<file path="config.mk">
export PLATFORM = sky130hd
export DESIGN_NAME = tsc_core
export DESIGN_NICKNAME = d
export VERILOG_FILES = /design/src/rtl/ctrl_pkg.sv /design/src/rtl/isa_pkg.sv /design/src/rtl/tsc_core.sv /design/src/rtl/hazard_unit.sv /design/src/rtl/register_file.sv /design/src/rtl/alu.sv /design/src/rtl/control_unit.sv
export SDC_FILE = /design/constraint.sdc
export NUM_CORES = 1
export LEC_CHECK = 0
export ABC_CLOCK_PERIOD_IN_PS = 6400
export BUFFER_PORTS_ARGS = -buffer_cell sky130_fd_sc_hd__buf_4
export CAP_MARGIN = 20
export CORE_MARGIN = 1.5
export CORE_UTILIZATION = 60
export DETAILED_ROUTE_END_ITERATION = 10
export PLACE_DENSITY = 0.9
export SYNTH_ARGS = -nofsm -noshare
export SYNTH_HDL_FRONTEND = slang
export SYNTH_HIERARCHICAL = 1
export SYNTH_SLANG_ARGS = --single-unit
</file>
<file path="constraint.sdc">
create_clock -name clk -period 6.4 [get_ports clk]
set_input_delay 0.64 -clock clk [delete_from_list [all_inputs] [get_ports clk]]
set_output_delay 0.64 -clock clk [all_outputs]
set_load 0.02 [all_outputs]
</file>
<file path="src/rtl/ctrl_pkg.sv">
`default_nettype none

package ctrl_pkg;

	typedef logic [3:0] alu_func_t;
	typedef logic [1:0] branch_t;
	typedef logic [1:0] pc_src_t;
	typedef logic [1:0] reg_dest_t;
	typedef logic [1:0] reg_src_t;

	// codes 0..7 line up with the R-type function codes
	localparam alu_func_t FUNC_ADD  = 4'd0;
	localparam alu_func_t FUNC_SUB  = 4'd1;
	localparam alu_func_t FUNC_AND  = 4'd2;
	localparam alu_func_t FUNC_ORR  = 4'd3;
	localparam alu_func_t FUNC_NOT  = 4'd4;
	localparam alu_func_t FUNC_TCP  = 4'd5;
	localparam alu_func_t FUNC_SHL  = 4'd6;
	localparam alu_func_t FUNC_SHR  = 4'd7;
	localparam alu_func_t FUNC_ID1  = 4'd8;  // pass a
	localparam alu_func_t FUNC_ID2  = 4'd9;  // pass b
	localparam alu_func_t FUNC_BXX  = 4'd10; // branch compare
	localparam alu_func_t FUNC_NONE = 4'd15;

	localparam branch_t BR_NE = 2'd0;
	localparam branch_t BR_EQ = 2'd1;
	localparam branch_t BR_GZ = 2'd2;
	localparam branch_t BR_LZ = 2'd3;

	localparam pc_src_t PC_BRANCH = 2'd0; // pc+1, or branch target if taken
	localparam pc_src_t PC_JUMP   = 2'd1;
	localparam pc_src_t PC_REG    = 2'd2;

	localparam reg_dest_t DEST_RD   = 2'd0;
	localparam reg_dest_t DEST_RT   = 2'd1;
	localparam reg_dest_t DEST_LINK = 2'd2;

	localparam reg_src_t SRC_ALU = 2'd0;
	localparam reg_src_t SRC_MEM = 2'd1;
	localparam reg_src_t SRC_PC  = 2'd2;

endpackage

`default_nettype wire

</file>
<file path="src/rtl/isa_pkg.sv">
`default_nettype none

package isa_pkg;

	typedef logic [15:0] word_t;
	typedef logic [1:0]  reg_idx_t;
	typedef logic [3:0]  opcode_t;
	typedef logic [5:0]  func_t;

	// opcodes, low two bits of branches give the branch type
	localparam opcode_t BNE_OP = 4'd0;
	localparam opcode_t BEQ_OP = 4'd1;
	localparam opcode_t BGZ_OP = 4'd2;
	localparam opcode_t BLZ_OP = 4'd3;
	localparam opcode_t ADI_OP = 4'd4;
	localparam opcode_t ORI_OP = 4'd5;
	localparam opcode_t LHI_OP = 4'd6;
	localparam opcode_t LWD_OP = 4'd7;
	localparam opcode_t SWD_OP = 4'd8;
	localparam opcode_t JMP_OP = 4'd9;
	localparam opcode_t JAL_OP = 4'd10;
	localparam opcode_t ALU_OP = 4'd15;

	// function codes under ALU_OP
	localparam func_t INST_FUNC_ADD = 6'd0;
	localparam func_t INST_FUNC_SUB = 6'd1;
	localparam func_t INST_FUNC_AND = 6'd2;
	localparam func_t INST_FUNC_ORR = 6'd3;
	localparam func_t INST_FUNC_NOT = 6'd4;
	localparam func_t INST_FUNC_TCP = 6'd5;
	localparam func_t INST_FUNC_SHL = 6'd6;
	localparam func_t INST_FUNC_SHR = 6'd7;
	localparam func_t INST_FUNC_JPR = 6'd25;
	localparam func_t INST_FUNC_JRL = 6'd26;
	localparam func_t INST_FUNC_WWD = 6'd28;
	localparam func_t INST_FUNC_HLT = 6'd29;

	localparam reg_idx_t LINK_REG = 2'd2; // JAL and JRL write here

	typedef struct packed {
		opcode_t  opcode;
		reg_idx_t rs;
		reg_idx_t rt;
		reg_idx_t rd;
		func_t    func;
	} r_fmt_t;

	typedef struct packed {
		opcode_t    opcode;
		reg_idx_t   rs;
		reg_idx_t   rt;
		logic [7:0] imm;
	} i_fmt_t;

	typedef struct packed {
		opcode_t     opcode;
		logic [11:0] target;
	} j_fmt_t;

	typedef union packed {
		r_fmt_t r_fmt;
		i_fmt_t i_fmt;
		j_fmt_t j_fmt;
	} instr_t;

endpackage

`default_nettype wire
</file>
<file path="src/rtl/tsc_core.sv">
`default_nettype none

module tsc_core #(
	parameter isa_pkg::word_t RESET_PC = '0
) (
	input wire clk,
	input wire rst_n,
	output isa_pkg::word_t i_address,
	input wire isa_pkg::word_t i_data,
	output isa_pkg::word_t d_address,
	output isa_pkg::word_t d_wdata,
	input wire isa_pkg::word_t d_rdata,
	output logic d_read,
	output logic d_write,
	output isa_pkg::word_t output_port,
	output logic wwd,
	output logic halt
);

	isa_pkg::word_t pc;
	logic halted;
	isa_pkg::instr_t d_instr;

	// decode outputs in D
	logic c_halt, c_wwd, c_new_inst, c_use_rs, c_use_rt;
	logic c_alu_src, c_branch, c_mem_read, c_mem_write, c_reg_write;
	ctrl_pkg::pc_src_t c_pc_src;
	ctrl_pkg::reg_dest_t c_reg_dest;
	ctrl_pkg::reg_src_t c_reg_src;
	ctrl_pkg::branch_t c_br_type;
	ctrl_pkg::alu_func_t c_alu_func;
	isa_pkg::word_t rs_data, rt_data, d_imm;
	isa_pkg::reg_idx_t d_dest;
	logic stall;

	// E stage state
	logic e_valid, e_halt, e_wwd, e_alu_src, e_branch;
	logic e_mem_read, e_mem_write, e_reg_write;
	ctrl_pkg::pc_src_t e_pc_src;
	ctrl_pkg::reg_src_t e_reg_src;
	ctrl_pkg::branch_t e_br_type;
	ctrl_pkg::alu_func_t e_alu_func;
	isa_pkg::word_t e_pc, e_rs_data, e_rt_data, e_imm;
	isa_pkg::reg_idx_t e_dest;

	isa_pkg::word_t alu_b, alu_result, e_pc1, wb_data, target;
	logic branch_cond, redirect, freeze, load_e;

	assign i_address = pc;
	assign d_instr = i_data;

	control_unit control_unit_i (
		.opcode(d_instr.r_fmt.opcode), .func_code(d_instr.r_fmt.func),
		.halt(c_halt), .wwd(c_wwd), .new_inst(c_new_inst),
		.use_rs(c_use_rs), .use_rt(c_use_rt), .alu_src(c_alu_src), .branch(c_branch),
		.mem_read(c_mem_read), .mem_write(c_mem_write), .reg_write(c_reg_write),
		.pc_src(c_pc_src), .reg_dest(c_reg_dest), .reg_src(c_reg_src),
		.alu_branch_type(c_br_type), .alu_func_code(c_alu_func)
	);

	register_file register_file_i (
		.clk(clk), .rst_n(rst_n),
		.rs(d_instr.r_fmt.rs), .rt(d_instr.r_fmt.rt),
		.rs_data(rs_data), .rt_data(rt_data),
		.we(e_valid & e_reg_write), .wr_idx(e_dest), .wr_data(wb_data)
	);

	hazard_unit hazard_unit_i (
		.rs(d_instr.r_fmt.rs), .rt(d_instr.r_fmt.rt),
		.use_rs(c_use_rs), .use_rt(c_use_rt),
		.e_valid(e_valid), .e_reg_write(e_reg_write), .e_dest(e_dest),
		.stall(stall)
	);

	// immediate, jump target is formed here too
	always_comb begin
		case (d_instr.i_fmt.opcode)
			isa_pkg::ORI_OP: d_imm = {8'h00, d_instr.i_fmt.imm};
			isa_pkg::LHI_OP: d_imm = {d_instr.i_fmt.imm, 8'h00};
			isa_pkg::JMP_OP, isa_pkg::JAL_OP: d_imm = {pc[15:12], d_instr.j_fmt.target};
			default: d_imm = {{8{d_instr.i_fmt.imm[7]}}, d_instr.i_fmt.imm};
		endcase
	end

	always_comb begin
		case (c_reg_dest)
			ctrl_pkg::DEST_RT:   d_dest = d_instr.i_fmt.rt;
			ctrl_pkg::DEST_LINK: d_dest = isa_pkg::LINK_REG;
			default:             d_dest = d_instr.r_fmt.rd;
		endcase
	end

	assign freeze = halted | (e_valid & e_halt);
	assign load_e = c_new_inst & ~stall & ~redirect; // otherwise a bubble

	assign alu_b = e_alu_src ? e_imm : e_rt_data;

	alu alu_i (
		.func(e_alu_func), .branch_type(e_br_type),
		.a(e_rs_data), .b(alu_b),
		.result(alu_result), .branch_cond(branch_cond)
	);

	assign e_pc1 = e_pc + 16'd1;
	assign redirect = e_valid & ((e_branch & branch_cond) |
		(e_pc_src == ctrl_pkg::PC_JUMP) | (e_pc_src == ctrl_pkg::PC_REG));

	always_comb begin
		case (e_pc_src)
			ctrl_pkg::PC_JUMP: target = e_imm;
			ctrl_pkg::PC_REG:  target = alu_result; // rs via ID1
			default:           target = e_pc1 + e_imm;
		endcase
	end

	always_comb begin
		case (e_reg_src)
			ctrl_pkg::SRC_MEM: wb_data = d_rdata;
			ctrl_pkg::SRC_PC:  wb_data = e_pc1; // link value
			default:           wb_data = alu_result;
		endcase
	end

	assign d_address = alu_result;
	assign d_wdata = e_rt_data;
	assign d_read = e_valid & e_mem_read;
	assign d_write = e_valid & e_mem_write;
	assign output_port = e_rs_data;
	assign wwd = e_valid & e_wwd;
	assign halt = freeze;

	always_ff @(posedge clk or negedge rst_n) begin
		if (!rst_n) begin
			pc <= RESET_PC;
			halted <= 1'b0;
		end else if (!freeze) begin
			if (redirect)
				pc <= target;
			else if (!stall)
				pc <= pc + 16'd1;
		end else begin
			halted <= 1'b1; // sticky until reset
		end
	end

	// E controls, cleared for a bubble
	always_ff @(posedge clk or negedge rst_n) begin
		if (!rst_n) begin
			{e_valid, e_halt, e_wwd, e_alu_src, e_branch} <= '0;
			{e_mem_read, e_mem_write, e_reg_write} <= '0;
			e_pc_src <= ctrl_pkg::PC_BRANCH;
			e_reg_src <= ctrl_pkg::SRC_ALU;
			e_br_type <= ctrl_pkg::BR_NE;
			e_alu_func <= ctrl_pkg::FUNC_NONE;
		end else if (!freeze) begin
			e_valid <= load_e;
			e_halt <= load_e & c_halt;
			e_wwd <= load_e & c_wwd;
			e_alu_src <= load_e & c_alu_src;
			e_branch <= load_e & c_branch;
			e_mem_read <= load_e & c_mem_read;
			e_mem_write <= load_e & c_mem_write;
			e_reg_write <= load_e & c_reg_write;
			e_pc_src <= load_e ? c_pc_src : ctrl_pkg::PC_BRANCH;
			e_reg_src <= load_e ? c_reg_src : ctrl_pkg::SRC_ALU;
			e_br_type <= load_e ? c_br_type : ctrl_pkg::BR_NE;
			e_alu_func <= load_e ? c_alu_func : ctrl_pkg::FUNC_NONE;
		end
	end

	// operands and immediate
	always_ff @(posedge clk) begin
		if (!freeze && load_e) begin
			e_pc <= pc;
			e_rs_data <= rs_data;
			e_rt_data <= rt_data;
			e_imm <= d_imm;
			e_dest <= d_dest;
		end
	end

endmodule

`default_nettype wire

</file>
<file path="src/rtl/hazard_unit.sv">
`default_nettype none

module hazard_unit (
	input wire isa_pkg::reg_idx_t rs,
	input wire isa_pkg::reg_idx_t rt,
	input wire use_rs,
	input wire use_rt,
	input wire e_valid,
	input wire e_reg_write,
	input wire isa_pkg::reg_idx_t e_dest,
	output logic stall
);

	logic e_pending; // E will write a register at the next edge
	logic rs_hit;
	logic rt_hit;

	assign e_pending = e_valid & e_reg_write;
	assign rs_hit = use_rs & (rs == e_dest);
	assign rt_hit = use_rt & (rt == e_dest);

	// one cycle of stall lets the write land before D reads again
	assign stall = e_pending & (rs_hit | rt_hit);

endmodule

`default_nettype wire

</file>
<file path="src/rtl/register_file.sv">
`default_nettype none

module register_file (
	input wire clk,
	input wire rst_n,
	input wire isa_pkg::reg_idx_t rs,
	input wire isa_pkg::reg_idx_t rt,
	output isa_pkg::word_t rs_data,
	output isa_pkg::word_t rt_data,
	input wire we,
	input wire isa_pkg::reg_idx_t wr_idx,
	input wire isa_pkg::word_t wr_data
);

	isa_pkg::word_t regs [4];

	always_ff @(posedge clk or negedge rst_n) begin
		if (!rst_n) begin
			for (int i = 0; i < 4; i++) begin
				regs[i] <= '0;
			end
		end else if (we) begin
			regs[wr_idx] <= wr_data;
		end
	end

	// reads are combinational, written value visible after the edge
	assign rs_data = regs[rs];
	assign rt_data = regs[rt];

endmodule

`default_nettype wire

</file>
<file path="src/rtl/alu.sv">
`default_nettype none

module alu (
	input wire ctrl_pkg::alu_func_t func,
	input wire ctrl_pkg::branch_t branch_type,
	input wire isa_pkg::word_t a,
	input wire isa_pkg::word_t b,
	output isa_pkg::word_t result,
	output logic branch_cond
);

	always_comb begin
		result = '0;
		case (func)
			ctrl_pkg::FUNC_ADD: result = a + b;
			ctrl_pkg::FUNC_SUB: result = a - b;
			ctrl_pkg::FUNC_AND: result = a & b;
			ctrl_pkg::FUNC_ORR: result = a | b;
			ctrl_pkg::FUNC_NOT: result = ~a;
			ctrl_pkg::FUNC_TCP: result = ~a + 16'd1; // two's complement negate
			ctrl_pkg::FUNC_SHL: result = {a[14:0], 1'b0};
			ctrl_pkg::FUNC_SHR: result = {a[15], a[15:1]}; // keeps sign
			ctrl_pkg::FUNC_ID1: result = a;
			ctrl_pkg::FUNC_ID2: result = b;
			default: result = '0;
		endcase
	end

	// condition only meaningful for branch compares
	always_comb begin
		branch_cond = 1'b0;
		if (func == ctrl_pkg::FUNC_BXX) begin
			case (branch_type)
				ctrl_pkg::BR_NE: branch_cond = (a != b);
				ctrl_pkg::BR_EQ: branch_cond = (a == b);
				ctrl_pkg::BR_GZ: branch_cond = ~a[15] & (a != '0); // signed > 0
				default:         branch_cond = a[15]; // signed < 0
			endcase
		end
	end

endmodule

`default_nettype wire

</file>
<file path="src/rtl/control_unit.sv">
`default_nettype none

module control_unit (
	input wire isa_pkg::opcode_t opcode,
	input wire isa_pkg::func_t func_code,
	output logic halt,
	output logic wwd,
	output logic new_inst,
	output logic use_rs,
	output logic use_rt,
	output logic alu_src,
	output logic branch,
	output logic mem_read,
	output logic mem_write,
	output logic reg_write,
	output ctrl_pkg::pc_src_t pc_src,
	output ctrl_pkg::reg_dest_t reg_dest,
	output ctrl_pkg::reg_src_t reg_src,
	output ctrl_pkg::branch_t alu_branch_type,
	output ctrl_pkg::alu_func_t alu_func_code
);

	// datapath controls
	always_comb begin
		halt = 1'b0;
		wwd = 1'b0;
		new_inst = 1'b0;
		use_rs = 1'b0;
		use_rt = 1'b0;
		alu_src = 1'b0;
		branch = 1'b0;
		mem_read = 1'b0;
		mem_write = 1'b0;
		reg_write = 1'b0;
		pc_src = ctrl_pkg::PC_BRANCH;
		reg_dest = ctrl_pkg::DEST_RD;
		reg_src = ctrl_pkg::SRC_ALU;

		case (opcode)
			isa_pkg::ALU_OP: begin
				case (func_code)
					isa_pkg::INST_FUNC_ADD, isa_pkg::INST_FUNC_SUB,
					isa_pkg::INST_FUNC_AND, isa_pkg::INST_FUNC_ORR: begin
						use_rs = 1'b1;
						use_rt = 1'b1;
						reg_write = 1'b1;
						new_inst = 1'b1;
					end
					isa_pkg::INST_FUNC_NOT, isa_pkg::INST_FUNC_TCP,
					isa_pkg::INST_FUNC_SHL, isa_pkg::INST_FUNC_SHR: begin
						use_rs = 1'b1; // unary, rt ignored
						reg_write = 1'b1;
						new_inst = 1'b1;
					end
					isa_pkg::INST_FUNC_JPR: begin
						use_rs = 1'b1;
						pc_src = ctrl_pkg::PC_REG;
						new_inst = 1'b1;
					end
					isa_pkg::INST_FUNC_JRL: begin
						use_rs = 1'b1;
						pc_src = ctrl_pkg::PC_REG;
						reg_dest = ctrl_pkg::DEST_LINK;
						reg_src = ctrl_pkg::SRC_PC; // link = pc+1
						reg_write = 1'b1;
						new_inst = 1'b1;
					end
					isa_pkg::INST_FUNC_WWD: begin
						wwd = 1'b1;
						use_rs = 1'b1;
						new_inst = 1'b1;
					end
					isa_pkg::INST_FUNC_HLT: begin
						halt = 1'b1;
						new_inst = 1'b1;
					end
					default: ;
				endcase
			end
			isa_pkg::ADI_OP, isa_pkg::ORI_OP: begin
				use_rs = 1'b1;
				alu_src = 1'b1;
				reg_dest = ctrl_pkg::DEST_RT;
				reg_write = 1'b1;
				new_inst = 1'b1;
			end
			isa_pkg::LHI_OP: begin
				alu_src = 1'b1;
				reg_dest = ctrl_pkg::DEST_RT;
				reg_write = 1'b1;
				new_inst = 1'b1;
			end
			isa_pkg::LWD_OP: begin
				use_rs = 1'b1;
				alu_src = 1'b1;
				mem_read = 1'b1;
				reg_dest = ctrl_pkg::DEST_RT;
				reg_src = ctrl_pkg::SRC_MEM;
				reg_write = 1'b1;
				new_inst = 1'b1;
			end
			isa_pkg::SWD_OP: begin
				use_rs = 1'b1;
				use_rt = 1'b1; // store data comes from rt
				alu_src = 1'b1;
				mem_write = 1'b1;
				new_inst = 1'b1;
			end
			isa_pkg::BNE_OP, isa_pkg::BEQ_OP: begin
				use_rs = 1'b1;
				use_rt = 1'b1;
				branch = 1'b1;
				new_inst = 1'b1;
			end
			isa_pkg::BGZ_OP, isa_pkg::BLZ_OP: begin
				use_rs = 1'b1; // compare against zero
				branch = 1'b1;
				new_inst = 1'b1;
			end
			isa_pkg::JMP_OP: begin
				pc_src = ctrl_pkg::PC_JUMP;
				new_inst = 1'b1;
			end
			isa_pkg::JAL_OP: begin
				pc_src = ctrl_pkg::PC_JUMP;
				reg_dest = ctrl_pkg::DEST_LINK;
				reg_src = ctrl_pkg::SRC_PC;
				reg_write = 1'b1;
				new_inst = 1'b1;
			end
			default: ;
		endcase
	end

	// alu controls
	always_comb begin
		alu_func_code = ctrl_pkg::FUNC_NONE;
		alu_branch_type = ctrl_pkg::BR_NE;

		case (opcode)
			isa_pkg::ALU_OP: begin
				case (func_code)
					isa_pkg::INST_FUNC_ADD, isa_pkg::INST_FUNC_SUB,
					isa_pkg::INST_FUNC_AND, isa_pkg::INST_FUNC_ORR,
					isa_pkg::INST_FUNC_NOT, isa_pkg::INST_FUNC_TCP,
					isa_pkg::INST_FUNC_SHL, isa_pkg::INST_FUNC_SHR:
						alu_func_code = func_code[3:0]; // same numbering
					isa_pkg::INST_FUNC_JPR, isa_pkg::INST_FUNC_JRL,
					isa_pkg::INST_FUNC_WWD:
						alu_func_code = ctrl_pkg::FUNC_ID1; // rs straight through
					default: ;
				endcase
			end
			isa_pkg::ADI_OP, isa_pkg::LWD_OP, isa_pkg::SWD_OP:
				alu_func_code = ctrl_pkg::FUNC_ADD; // rs + imm
			isa_pkg::ORI_OP: alu_func_code = ctrl_pkg::FUNC_ORR;
			isa_pkg::LHI_OP: alu_func_code = ctrl_pkg::FUNC_ID2; // already shifted imm
			isa_pkg::BNE_OP, isa_pkg::BEQ_OP, isa_pkg::BGZ_OP, isa_pkg::BLZ_OP: begin
				alu_func_code = ctrl_pkg::FUNC_BXX;
				alu_branch_type = opcode[1:0];
			end
			default: ;
		endcase
	end

endmodule

`default_nettype wire

</file>
==> impl_metrics.env, run 1 <==
export IMPL_status="completed"
export IMPL_seq_power_share_pct=31.9
export IMPL_htreeDepth=4
export IMPL_synthFlopType="dfrtp_1"
export IMPL_syn_inst=1317
export IMPL_grt_usage_pct=39.50
export IMPL_gp_congestion=1.061
export IMPL_wire_per_inst_um=26.46
export IMPL_synth_yosys_seq_area_share_pct=34.52
export IMPL_grt_max_degree=56
export IMPL_cts_buffer_depth=2
export IMPL_vias=11870
export IMPL_drv_cap=0
export IMPL_initial_core_util_pct=61.33
export IMPL_cts_sinks=165
export IMPL_cp_cell_sequence="mux2_2, ha_1, inv_1, fa_1, nor3b_2, o31ai_2, a31oi_1, a2111oi_0, nor2_1, o22a_1, o221ai_1, buf_4"
export IMPL_maxSlewViolCount=0
export IMPL_synth_edff_count=66
export IMPL_grt_remaining_overflow=0
export IMPL_worstSetupStartpointType="flop"
export IMPL_switching_share_pct=47.27
export IMPL_multiInputGateArea_um2=7762
export IMPL_ff2ff_setup_slack_ps=1290
export IMPL_cts_tree="done"
export IMPL_yosys_cell_types_count=100
export IMPL_cts_hold_buf=0
export IMPL_cts_repair_resized=0
export IMPL_firstDrtPassIters=6
export IMPL_crit_path_max_incr_delay_ps=910
export IMPL_ys_ff_latch=165
export IMPL_antenna_found_initial=3
export IMPL_syn_cell_area_um2=12930
export IMPL_dieArea_um2=22450
export IMPL_totalWireLength_um=43810
export IMPL_switchingPower_uw=3198
export IMPL_worstSkewPairLatency_ps=440
export IMPL_worst_path_buf_inv=2
export IMPL_clockRootBuffer="clkbuf_16"
export IMPL_drt_iter0_drc=1752
export IMPL_hp_class="in2async"
export IMPL_layout_cells_most_common="nand2_1"
export IMPL_max_freq_ghz=0.1893
export IMPL_clk_pin_slew_ps=70
export IMPL_vias_per_cell=7.165
export IMPL_endpoint="d_address[10]"
export IMPL_die_y_um=149.8
export IMPL_rsz0062_at_grt="false"
export IMPL_startpoint="e_alu_src"
export IMPL_pin_count=102
export IMPL_setup_tns_ps=0
export IMPL_synth_area_per_cell_um2=9.821
export IMPL_worstPathRequired_ps=5760
export IMPL_worst_clock_skew_ps=13.15
export IMPL_syn_num_nets=1430
export IMPL_cp_top_family="compound AO/OA/AOI/OAI gates"
export IMPL_fill_cells=1586
export IMPL_numPortBuffers=101
export IMPL_critPathKind="reg2out"
export IMPL_cts_made_buffers=17
export IMPL_vdd_drop_max_uv=273.7
export IMPL_setup_viol=0
export IMPL_endpoint_kind="primary output"
export IMPL_stdcell_count=1656
export IMPL_cts_setup_buffers=0
export IMPL_ys_warnings_count=6
export IMPL_fin_util_pct=67.50
export IMPL_async_reset_ff_share_pct=60.00
export IMPL_leakage_uw=0.005846
export IMPL_worst_slew_pin_slew_ps=1306
export IMPL_critPathSlowestCell="dfrtp_1"
export IMPL_layout_common_cells="nand2_1 (113), buf_4 (109), dfrtp_1 (95)"
export IMPL_rows=53
export IMPL_power_density_nw_per_um2=475.3
export IMPL_grt_pass1_wl_um=65670
export IMPL_route_detailed_drc=0
export IMPL_slew_headroom_pct=12.04
export IMPL_drive_above_1_share_pct=22.17
export IMPL_nNetsFinal=1480
export IMPL_r2r_start="e_alu_src"
export IMPL_pwr_share_comb_pct=53.3
export IMPL_place_detailed_hpwl_um=31950
export IMPL_synth_top_cell_by_area="dfrtp_1"
export IMPL_die_w_um=149.8
export IMPL_min_period_ps=5283
export IMPL_cell_internal_pwr_uw=3568
export IMPL_cp_depth=12
export IMPL_synth_area_leaders="dfrtp_1 (18%), edfxtp_1 (15%), mux2_2 (7.4%), ha_1 (7.4%), mux4_2 (5.7%)"
export IMPL_finalCritPeriodShare_pct=82.54
export IMPL_clkPwrFrac_pct=14.8
export IMPL_core_area_um2=21090
export IMPL_seq_area_um2=4464
export IMPL_postRouteAntennaNets=0
export IMPL_synth_top_area_share_pct=18.38
export IMPL_area_delta_synth_final_pct=10.05
export IMPL_r2r_end="e_imm[1]"
export IMPL_reg2reg_depth=17
export IMPL_worstPathMaxFanout=17
export IMPL_post_place_cells=1623
export IMPL_arrival_ps=4640
export IMPL_first_global_vias=11030
export IMPL_finalHoldViolCount=0
registers in the layout (all words and copies together) (netlist names), 4 cells and up:
signal	flops
i_address	16
e_imm	16
e_pc	16
register_file_i/regs	64
d_wdata	16
output_port	16
e_alu_func	4
Yosys cell counts, drive strengths merged, types with 5 or more instances:
library cell    n
a211o           5
a211oi         12
a21o            9
a21oi          97
a221oi         20
a22o           13
a22oi          42
a31oi          13
and2           14
and3            5
buf            42
clkbuf         37
dfrtp          95
edfxtp         66
ha             76
inv            66
mux2           86
mux2i          12
mux4           33
nand2         114
nand2b         18
nand3          29
nand4          16
nor2           80
nor2b          15
nor3           31
nor3b           6
nor4            6
o211ai          9
o21a            5
o21ai          89
o21bai          6
o221ai         10
o22a            5
o22ai          11
o31ai           8
or2             6
xnor2          38
xor2           13
area by class of cell:
class / instances / share of cell area [%]
multi-input cells: 1006 / 54.54
repair buffers: 110 / 5.890
inverters: 67 / 1.767
clock buffers: 19 / 3.261
well taps: 275 / 2.417
flip-flops and latches: 165 / 31.36
clock inverters: 13 / 0.7472
diodes: 1 / 0.01758
per-stage QoR:
stage	power [uW]	setup slack [ps]	instance area (um^2)	hold slack, ps
after floorplan	4374	1857	12930	344.4
after global placement	5486	1555	13660	484.8
after detailed placement	5587	1494	13660	487.8
after CTS	6620	1261	14230	195.7
after global routing	7053	1034	14230	234.8
final	6766	1117	14230	191.6
power groups by stage:
stage                     sequential (uW)  combinational (uW)  clock, uW
after detailed placement             2120                3470          0
after global routing                 2190                3820       1040
after global placement               2090                3400          0
after floorplan                      2020                2360          0
after CTS                            2110                3500       1000
final                                2160                3610        998
kinds of logic (layout without fill, tap and decap cells):
group / after synthesis / in the layout / share of synthesized area (%)
xor gates and xnor gates: 51 / 51 / 3.512
adders and majority gates: 79 / 79 / 7.817
AOI/OAI and AO/OA: 385 / 385 / 19.81
buffers and inverters: 146 / 209 / 5.466
other: 0 / 1 / 0
DFF: 165 / 165 / 34.52
muxes: 131 / 131 / 14.16
and+or+nand+nor: 360 / 360 / 14.71
how the worst min path moves through the flow:
stage / startpoint / endpoint / slack [ps] / cells past startpoint
3_5_place_dp: e_mem_read / e_mem_read / 490 / 1
5_1_grt: rst_n / register_file_i/regs[10] / 230 / 1
2_1_floorplan: rst_n / e_alu_src / 340 / 0
6_report: rst_n / register_file_i/regs[61] / 190 / 1
3_3_place_gp: e_wwd / e_wwd / 480 / 1
4_1_cts: rst_n / register_file_i/regs[26] / 200 / 1
per-layer routing:
layer	GRT usage (%)	part of all wire (%)	up-vias
li1	-	-	5041
met1	51.78	36	5666
met2	59.13	44	956
met3	12.07	14	200
met4	20.20	5.9	2
met5	0	0.027	-
Note: power is estimated with default switching activity, not from simulation.
==> run 2: changes to the inputs <==
--- a/config.mk
+++ b/config.mk
@@ -5,7 +5,7 @@
 export SDC_FILE = /design/constraint.sdc
 export NUM_CORES = 1
 export LEC_CHECK = 0
-export ABC_CLOCK_PERIOD_IN_PS = 6400
+export ABC_CLOCK_PERIOD_IN_PS = 5490
 export BUFFER_PORTS_ARGS = -buffer_cell sky130_fd_sc_hd__buf_4
 export CAP_MARGIN = 20
 export CORE_MARGIN = 1.5
==> constraint.sdc (replaced) <==
create_clock -name clk -period 5.49 [get_ports clk]
set_input_delay 0.549 -clock clk [delete_from_list [all_inputs] [get_ports clk]]
set_output_delay 0.549 -clock clk [all_outputs]
set_load 0.02 [all_outputs]
==> run 2 against run 1 <==
  * Sequential power is 16% higher
  * Non-clock buffer count is 13 higher
  * First-iteration DRC count is 26% higher
  * Clock skew is 2.2 ps lower
  * Register-to-register slack worse by 510 ps
  * Via count is 2.1% higher
  * Critical endpoint is now d_address[13]
  * Largest cell class unchanged
  * Largest power group unchanged
==> impl_metrics.env, run 2 (synthesis results as in run 1) <==
export IMPL_cts_tree="done"
export IMPL_rows=53
export IMPL_dieArea_um2=22450
export IMPL_wire_per_inst_um=27.55
export IMPL_leakage_uw=0.005921
export IMPL_cts_repair_resized=0
export IMPL_hp_class="in2async"
export IMPL_layout_cells_most_common="buf_4"
export IMPL_drt_iter0_drc=2199
export IMPL_critPathKind="reg2out"
export IMPL_clkPwrFrac_pct=14.8
export IMPL_arrival_ps=4470
export IMPL_area_delta_synth_final_pct=11.12
export IMPL_worstPathMaxFanout=12
export IMPL_seq_power_share_pct=31.5
export IMPL_status="completed"
export IMPL_initial_core_util_pct=61.33
export IMPL_grt_usage_pct=41.24
export IMPL_worst_clock_skew_ps=10.98
export IMPL_drv_cap=0
export IMPL_vdd_drop_max_uv=350.1
export IMPL_core_area_um2=21090
export IMPL_cts_buffer_depth=2
export IMPL_worst_slew_pin_slew_ps=1216
export IMPL_cell_internal_pwr_uw=4156
export IMPL_totalWireLength_um=45950
export IMPL_layout_common_cells="buf_4 (118), nand2_1 (113), dfrtp_1 (95)"
export IMPL_max_freq_ghz=0.1991
export IMPL_cts_hold_buf=0
export IMPL_route_detailed_drc=0
export IMPL_endpoint_kind="primary output"
export IMPL_rsz0062_at_grt="false"
export IMPL_min_period_ps=5021
export IMPL_setup_tns_ps=0
export IMPL_maxSlewViolCount=0
export IMPL_postRouteAntennaNets=0
export IMPL_grt_pass1_wl_um=68450
export IMPL_nNetsFinal=1493
export IMPL_ff2ff_setup_slack_ps=780
export IMPL_cts_sinks=165
export IMPL_drive_above_1_share_pct=22.90
export IMPL_top_register="register_file_i/regs"
export IMPL_setup_slack_ps=468.5
export IMPL_antenna_found_initial=0
export IMPL_fin_util_pct=68.15
export IMPL_cp_cell_sequence="buf_4, mux2_2, inv_1, ha_1, nor3_1, o31ai_1, and2_1, nand2b_1, a221oi_1, a221oi_1, o21ai_1, buf_4"
export IMPL_slew_headroom_pct=18.10
export IMPL_fill_cells=1574
export IMPL_firstDrtPassIters=7
export IMPL_crit_path_max_incr_delay_ps=630
export IMPL_switching_share_pct=47.82
export IMPL_pwr_share_comb_pct=53.7
export IMPL_cts_setup_buffers=0
export IMPL_worstPathRequired_ps=4940
export IMPL_grt_max_degree=65
export IMPL_worst_path_buf_inv=3
export IMPL_cp_top_family="compound AO/OA/AOI/OAI gates"
export IMPL_largest_reg_flops=64
export IMPL_first_global_vias=11460
export IMPL_die_w_um=149.8
export IMPL_vias=12120
export IMPL_worstSkewPairLatency_ps=440
export IMPL_gp_congestion=1.106
export IMPL_power_density_nw_per_um2=554.2
export IMPL_htreeDepth=4
export IMPL_worstSetupStartpointType="flop"
export IMPL_switchingPower_uw=3808
export IMPL_numPortBuffers=101
export IMPL_pin_count=102
export IMPL_finalHoldViolCount=0
export IMPL_pre_cts_ws_ps=1025
export IMPL_clk_pin_slew_ps=70
export IMPL_place_detailed_hpwl_um=33110
export IMPL_num_antenna_cells=0
export IMPL_die_y_um=149.8
export IMPL_setup_viol=0
export IMPL_cts_made_buffers=17
export IMPL_critPathSlowestCell="dfrtp_1"
export IMPL_finalCritPeriodShare_pct=91.47
export IMPL_vias_per_cell=7.266
export IMPL_grt_remaining_overflow=0
export IMPL_clockRootBuffer="clkbuf_16"
[run 2: layout make-up]
class	instances	area (um^2)	share of cell area, %
multi-input combinational	1006	7762	54.01
inverter	67	251.5	1.750
timing repair buffer	123	968.4	6.739
clock inverter	15	155.1	1.080
clock buffer	17	425.4	2.960
sequential	165	4464	31.06
tap	275	344.1	2.394
[run 2: metrics by stage]
stage	hold slack, ps	total power [uW]	cells	cell area (um^2)
2_1_floorplan	253.4	5099	1317	12930
3_3_place_gp	482.1	6404	1633	13750
3_5_place_dp	487.4	6539	1633	13750
4_1_cts	66.54	7752	1665	14330
5_1_grt	88.66	8294	1668	14370
6_report	62.59	7964	1668	14370
[run 2: metal layers]
metal | track usage [%] | wire [um] | vias to the layer above
li1 | - | - | 5067
met1 | 54.54 | 16120 | 5694
met2 | 60.46 | 19800 | 1104
met3 | 12.62 | 7093 | 254
met4 | 22.60 | 2943 | 0
met5 | 0 | 0 | -
[run 2: power groups by stage]
stage,clock network [uW],logic (uW),registers [uW]
final,1180,4280,2510
after global routing,1240,4530,2530
after CTS,1180,4120,2450
after detailed placement,0,4080,2460
after global placement,0,4000,2400
after floorplan,0,2750,2350
[run 2: path summary, 6_finish.rpt]
check | start | endpoint | cells after the start
max in group asynchronous | rst_n | i_address[15] | 2
worst max-delay path | e_alu_src | d_address[13] | 12
worst max register to register | e_alu_src | i_address[12] | 15
worst min register to register | e_mem_write | e_mem_write | 1
worst min-delay path | rst_n | register_file_i/regs[12] | 1
min in group clk | i_data[7] | e_dest[1] | 3
==> run 3: changes to the inputs <==
--- a/config.mk
+++ b/config.mk
@@ -12,7 +12,7 @@
 export CORE_UTILIZATION = 60
 export DETAILED_ROUTE_END_ITERATION = 10
 export PLACE_DENSITY = 0.9
+export SLEW_MARGIN = 5
 export SYNTH_ARGS = -nofsm -noshare
 export SYNTH_HDL_FRONTEND = slang
-export SYNTH_HIERARCHICAL = 1
 export SYNTH_SLANG_ARGS = --single-unit
==> constraint.sdc (replaced) <==
create_clock -name clk -period 5.49 [get_ports clk]
set_input_delay 1.647 -clock clk [delete_from_list [all_inputs] [get_ports clk]]
set_output_delay 1.647 -clock clk [all_outputs]
set_load 0.02 [all_outputs]
==> run 3 against run 2 <==
  * Global-route usage fell by 1.9 points
  * Sequential power fell by 2%
  * First-iteration DRC count fell by 20%
  * Non-clock buffer count rose by 10
  * Via count fell by 3.0%
  * Register-to-register slack improved by 190 ps
  * Sequential share of layout area rose by 0.86 points
  * Worst hold slack improved by 420 ps
  * Area after synthesis fell by 4.6%
  * Routed wire length fell by 8.6%
  * Die area fell by 4.5%
  * Utilization rose by 0.98 points
==> impl_metrics.env, run 3 <==
export IMPL_ys_ff_latch=165
export IMPL_syn_num_nets=1409
export IMPL_async_reset_ff_share_pct=60.00
export IMPL_dieArea_um2=21430
export IMPL_syn_inst=1296
export IMPL_wire_per_inst_um=25.46
export IMPL_vias=11760
export IMPL_syn_cell_area_um2=12340
export IMPL_layout_common_cells="nand2_1 (140), buf_4 (131), o21ai_0 (104)"
export IMPL_grt_pass1_wl_um=64380
export IMPL_top_register="register_file_i.regs"
export IMPL_rows=52
export IMPL_critPathKind="reg2out"
export IMPL_drt_iter0_drc=1770
export IMPL_antenna_found_initial=0
export IMPL_cts_tree="done"
export IMPL_setup_viol=0
export IMPL_drive_above_1_share_pct=18.20
export IMPL_synth_area_per_cell_um2=9.521
export IMPL_die_w_um=146.4
export IMPL_synth_top_cell_by_area="dfrtp_1"
export IMPL_postRouteAntennaNets=0
export IMPL_route_detailed_drc=0
export IMPL_core_area_um2=20230
export IMPL_die_y_um=146.4
export IMPL_place_detailed_hpwl_um=30540
export IMPL_drv_cap=0
export IMPL_worstSetupStartpointType="flop"
export IMPL_totalWireLength_um=42020
export IMPL_grt_usage_pct=39.36
export IMPL_worstPathRequired_ps=3840
export IMPL_hp_class="reg2reg"
export IMPL_finalCritPeriodShare_pct=98.78
export IMPL_synth_yosys_seq_area_share_pct=36.18
export IMPL_synth_edff_count=66
export IMPL_slew_headroom_pct=27.64
export IMPL_synth_area_leaders="dfrtp_1 (19%), edfxtp_1 (16%), ha_1 (7.7%), mux4_2 (6.0%), nand2_1 (4.3%)"
export IMPL_yosys_cell_types_count=85
export IMPL_worst_clock_skew_ps=7.852
export IMPL_max_freq_ghz=0.1844
export IMPL_initial_core_util_pct=60.98
export IMPL_finalHoldViolCount=0
export IMPL_critPathSlowestCell="dfrtp_2"
export IMPL_yosys_top_cells_count="nand2_1 (140), o21ai_0 (104), dfrtp_1 (95)"
export IMPL_leakage_uw=0.005962
export IMPL_crit_path_max_incr_delay_ps=470
export IMPL_worstPathMaxFanout=8
export IMPL_hold_slack_ps=486.2
export IMPL_synthFlopType="dfrtp_1"
export IMPL_first_global_vias=11090
export IMPL_cts_made_buffers=17
export IMPL_maxSlewViolCount=0
export IMPL_layout_cells_most_common="nand2_1"
export IMPL_min_period_ps=5423
export IMPL_cts_sinks=165
export IMPL_clk_pin_slew_ps=60
export IMPL_vdd_drop_max_uv=386.7
export IMPL_largest_reg_flops=64
export IMPL_ys_warnings_count=0
export IMPL_firstDrtPassIters=6
export IMPL_area_delta_synth_final_pct=13.36
export IMPL_htreeDepth=4
export IMPL_numPortBuffers=101
export IMPL_total_power_uw=7334
export IMPL_yosys_cell_count_top_type="nand2_1"
export IMPL_cp_cell_sequence="mux2_2, ha_1, fa_1, nand3b_1, a221o_1, a21oi_1, or2_2, o21a_1, a311oi_1, o2111ai_1, buf_4"
export IMPL_worstSkewPairLatency_ps=440
export IMPL_grt_max_degree=74
export IMPL_power_density_nw_per_um2=524.3
export IMPL_arrival_ps=3780
export IMPL_status="completed"
export IMPL_cp_top_family="compound AO/OA/AOI/OAI gates"
export IMPL_worst_slew_pin_slew_ps=1085
export IMPL_worst_path_buf_inv=1
export IMPL_grt_remaining_overflow=0
export IMPL_endpoint_kind="primary output"
export IMPL_cts_buffer_depth=2
export IMPL_pin_count=102
export IMPL_synth_top_area_share_pct=19.27
export IMPL_vias_per_cell=7.127
export IMPL_nNetsFinal=1479
export IMPL_gp_congestion=1.032
export IMPL_clockRootBuffer="clkbuf_16"
==> run 3: cells by family after synthesis <==
logic type | count (synthesis) | share of synthesized area, %
muxes | 70 | 9.278
xor gates and xnor gates | 53 | 3.762
adders and majority gates | 79 | 8.193
and+or+nand+nor | 369 | 14.67
buffers and inverters | 148 | 4.624
AOI/OAI and AO/OA | 412 | 23.29
DFF | 165 | 36.18
==> run 3: final cells by class <==
class	count	area (um^2)
fill	1513	6246
multi-input combinational	983	7347
tap	270	337.8
clock buffer	18	429.2
antenna	1	2.502
inverter	66	247.7
timing repair buffer	133	1031
clock inverter	14	127.6
sequential	165	4466
==> run 3: worst paths after layout <==
path                       startpoint                       end  slack (ps)  cells after the start
max                         e_alu_src             d_address[10]          70                     11
min                        e_mem_read                e_mem_read         490                      2
max reg2reg                 e_alu_src                  e_imm[3]         970                     11
min reg2reg                e_mem_read                e_mem_read         490                      2
max in group asynchronous       rst_n  register_file_i.regs[11]        3150                      2
min in group asynchronous       rst_n              i_address[0]        1340                      1
==> run 3: metal layers <==
metal | vias to the layer above | share of wire [%] | track usage, %
met5 | - | 0 | 0
met4 | 0 | 4.7 | 16.92
met3 | 168 | 14 | 8.469
met2 | 938 | 45 | 60.69
met1 | 5621 | 36 | 53.99
li1 | 5033 | - | -
==> run 3: report_power, final <==
part | switching (uW) | total, uW | internal, uW
combinational | 2190 | 3750 | 1560
clock | 513 | 1140 | 627
sequential | 644 | 2450 | 1800
total | 3350 | 7330 | 3990
==> run 3: metrics by stage <==
| step | utilization (%) | cells | setup slack, ps | cell area, um^2 | setup TNS [ps] |
|---|---|---|---|---|---|
| after floorplan | - | 1296 | 336.2 | 12340 | 0 |
| after global placement | 65.96 | 1613 | 510.1 | 13350 | 0 |
| after detailed placement | 65.96 | 1613 | 454.8 | 13350 | 0 |
| after CTS | 68.72 | 1645 | 82.88 | 13900 | 0 |
| after global routing | 69.12 | 1649 | -31.80 | 13990 | -31.80 |
| final | 69.13 | 1650 | 67.00 | 13990 | 0 |
==> run 3: repair_timing <==
item	in CTS	in global routing
pin swaps	0	2
hold endpoints to repair	0	0
hold buffers	0	0
endpoints found under the setup margin	1	2
buffers inserted	0	2
resized for setup	1	7
==> run 3: worst register-to-register path, stage by stage, from the launching register on <==
cell and delay (ps):
dfrtp_2 470, buf_4 260, mux2_2 400, inv_1 100
ha_1 360, nor4b_2 420, nand4_1 310, xor2_1 240
o22ai_2 210, o21a_1 620, and3_4 480, buf_4 320
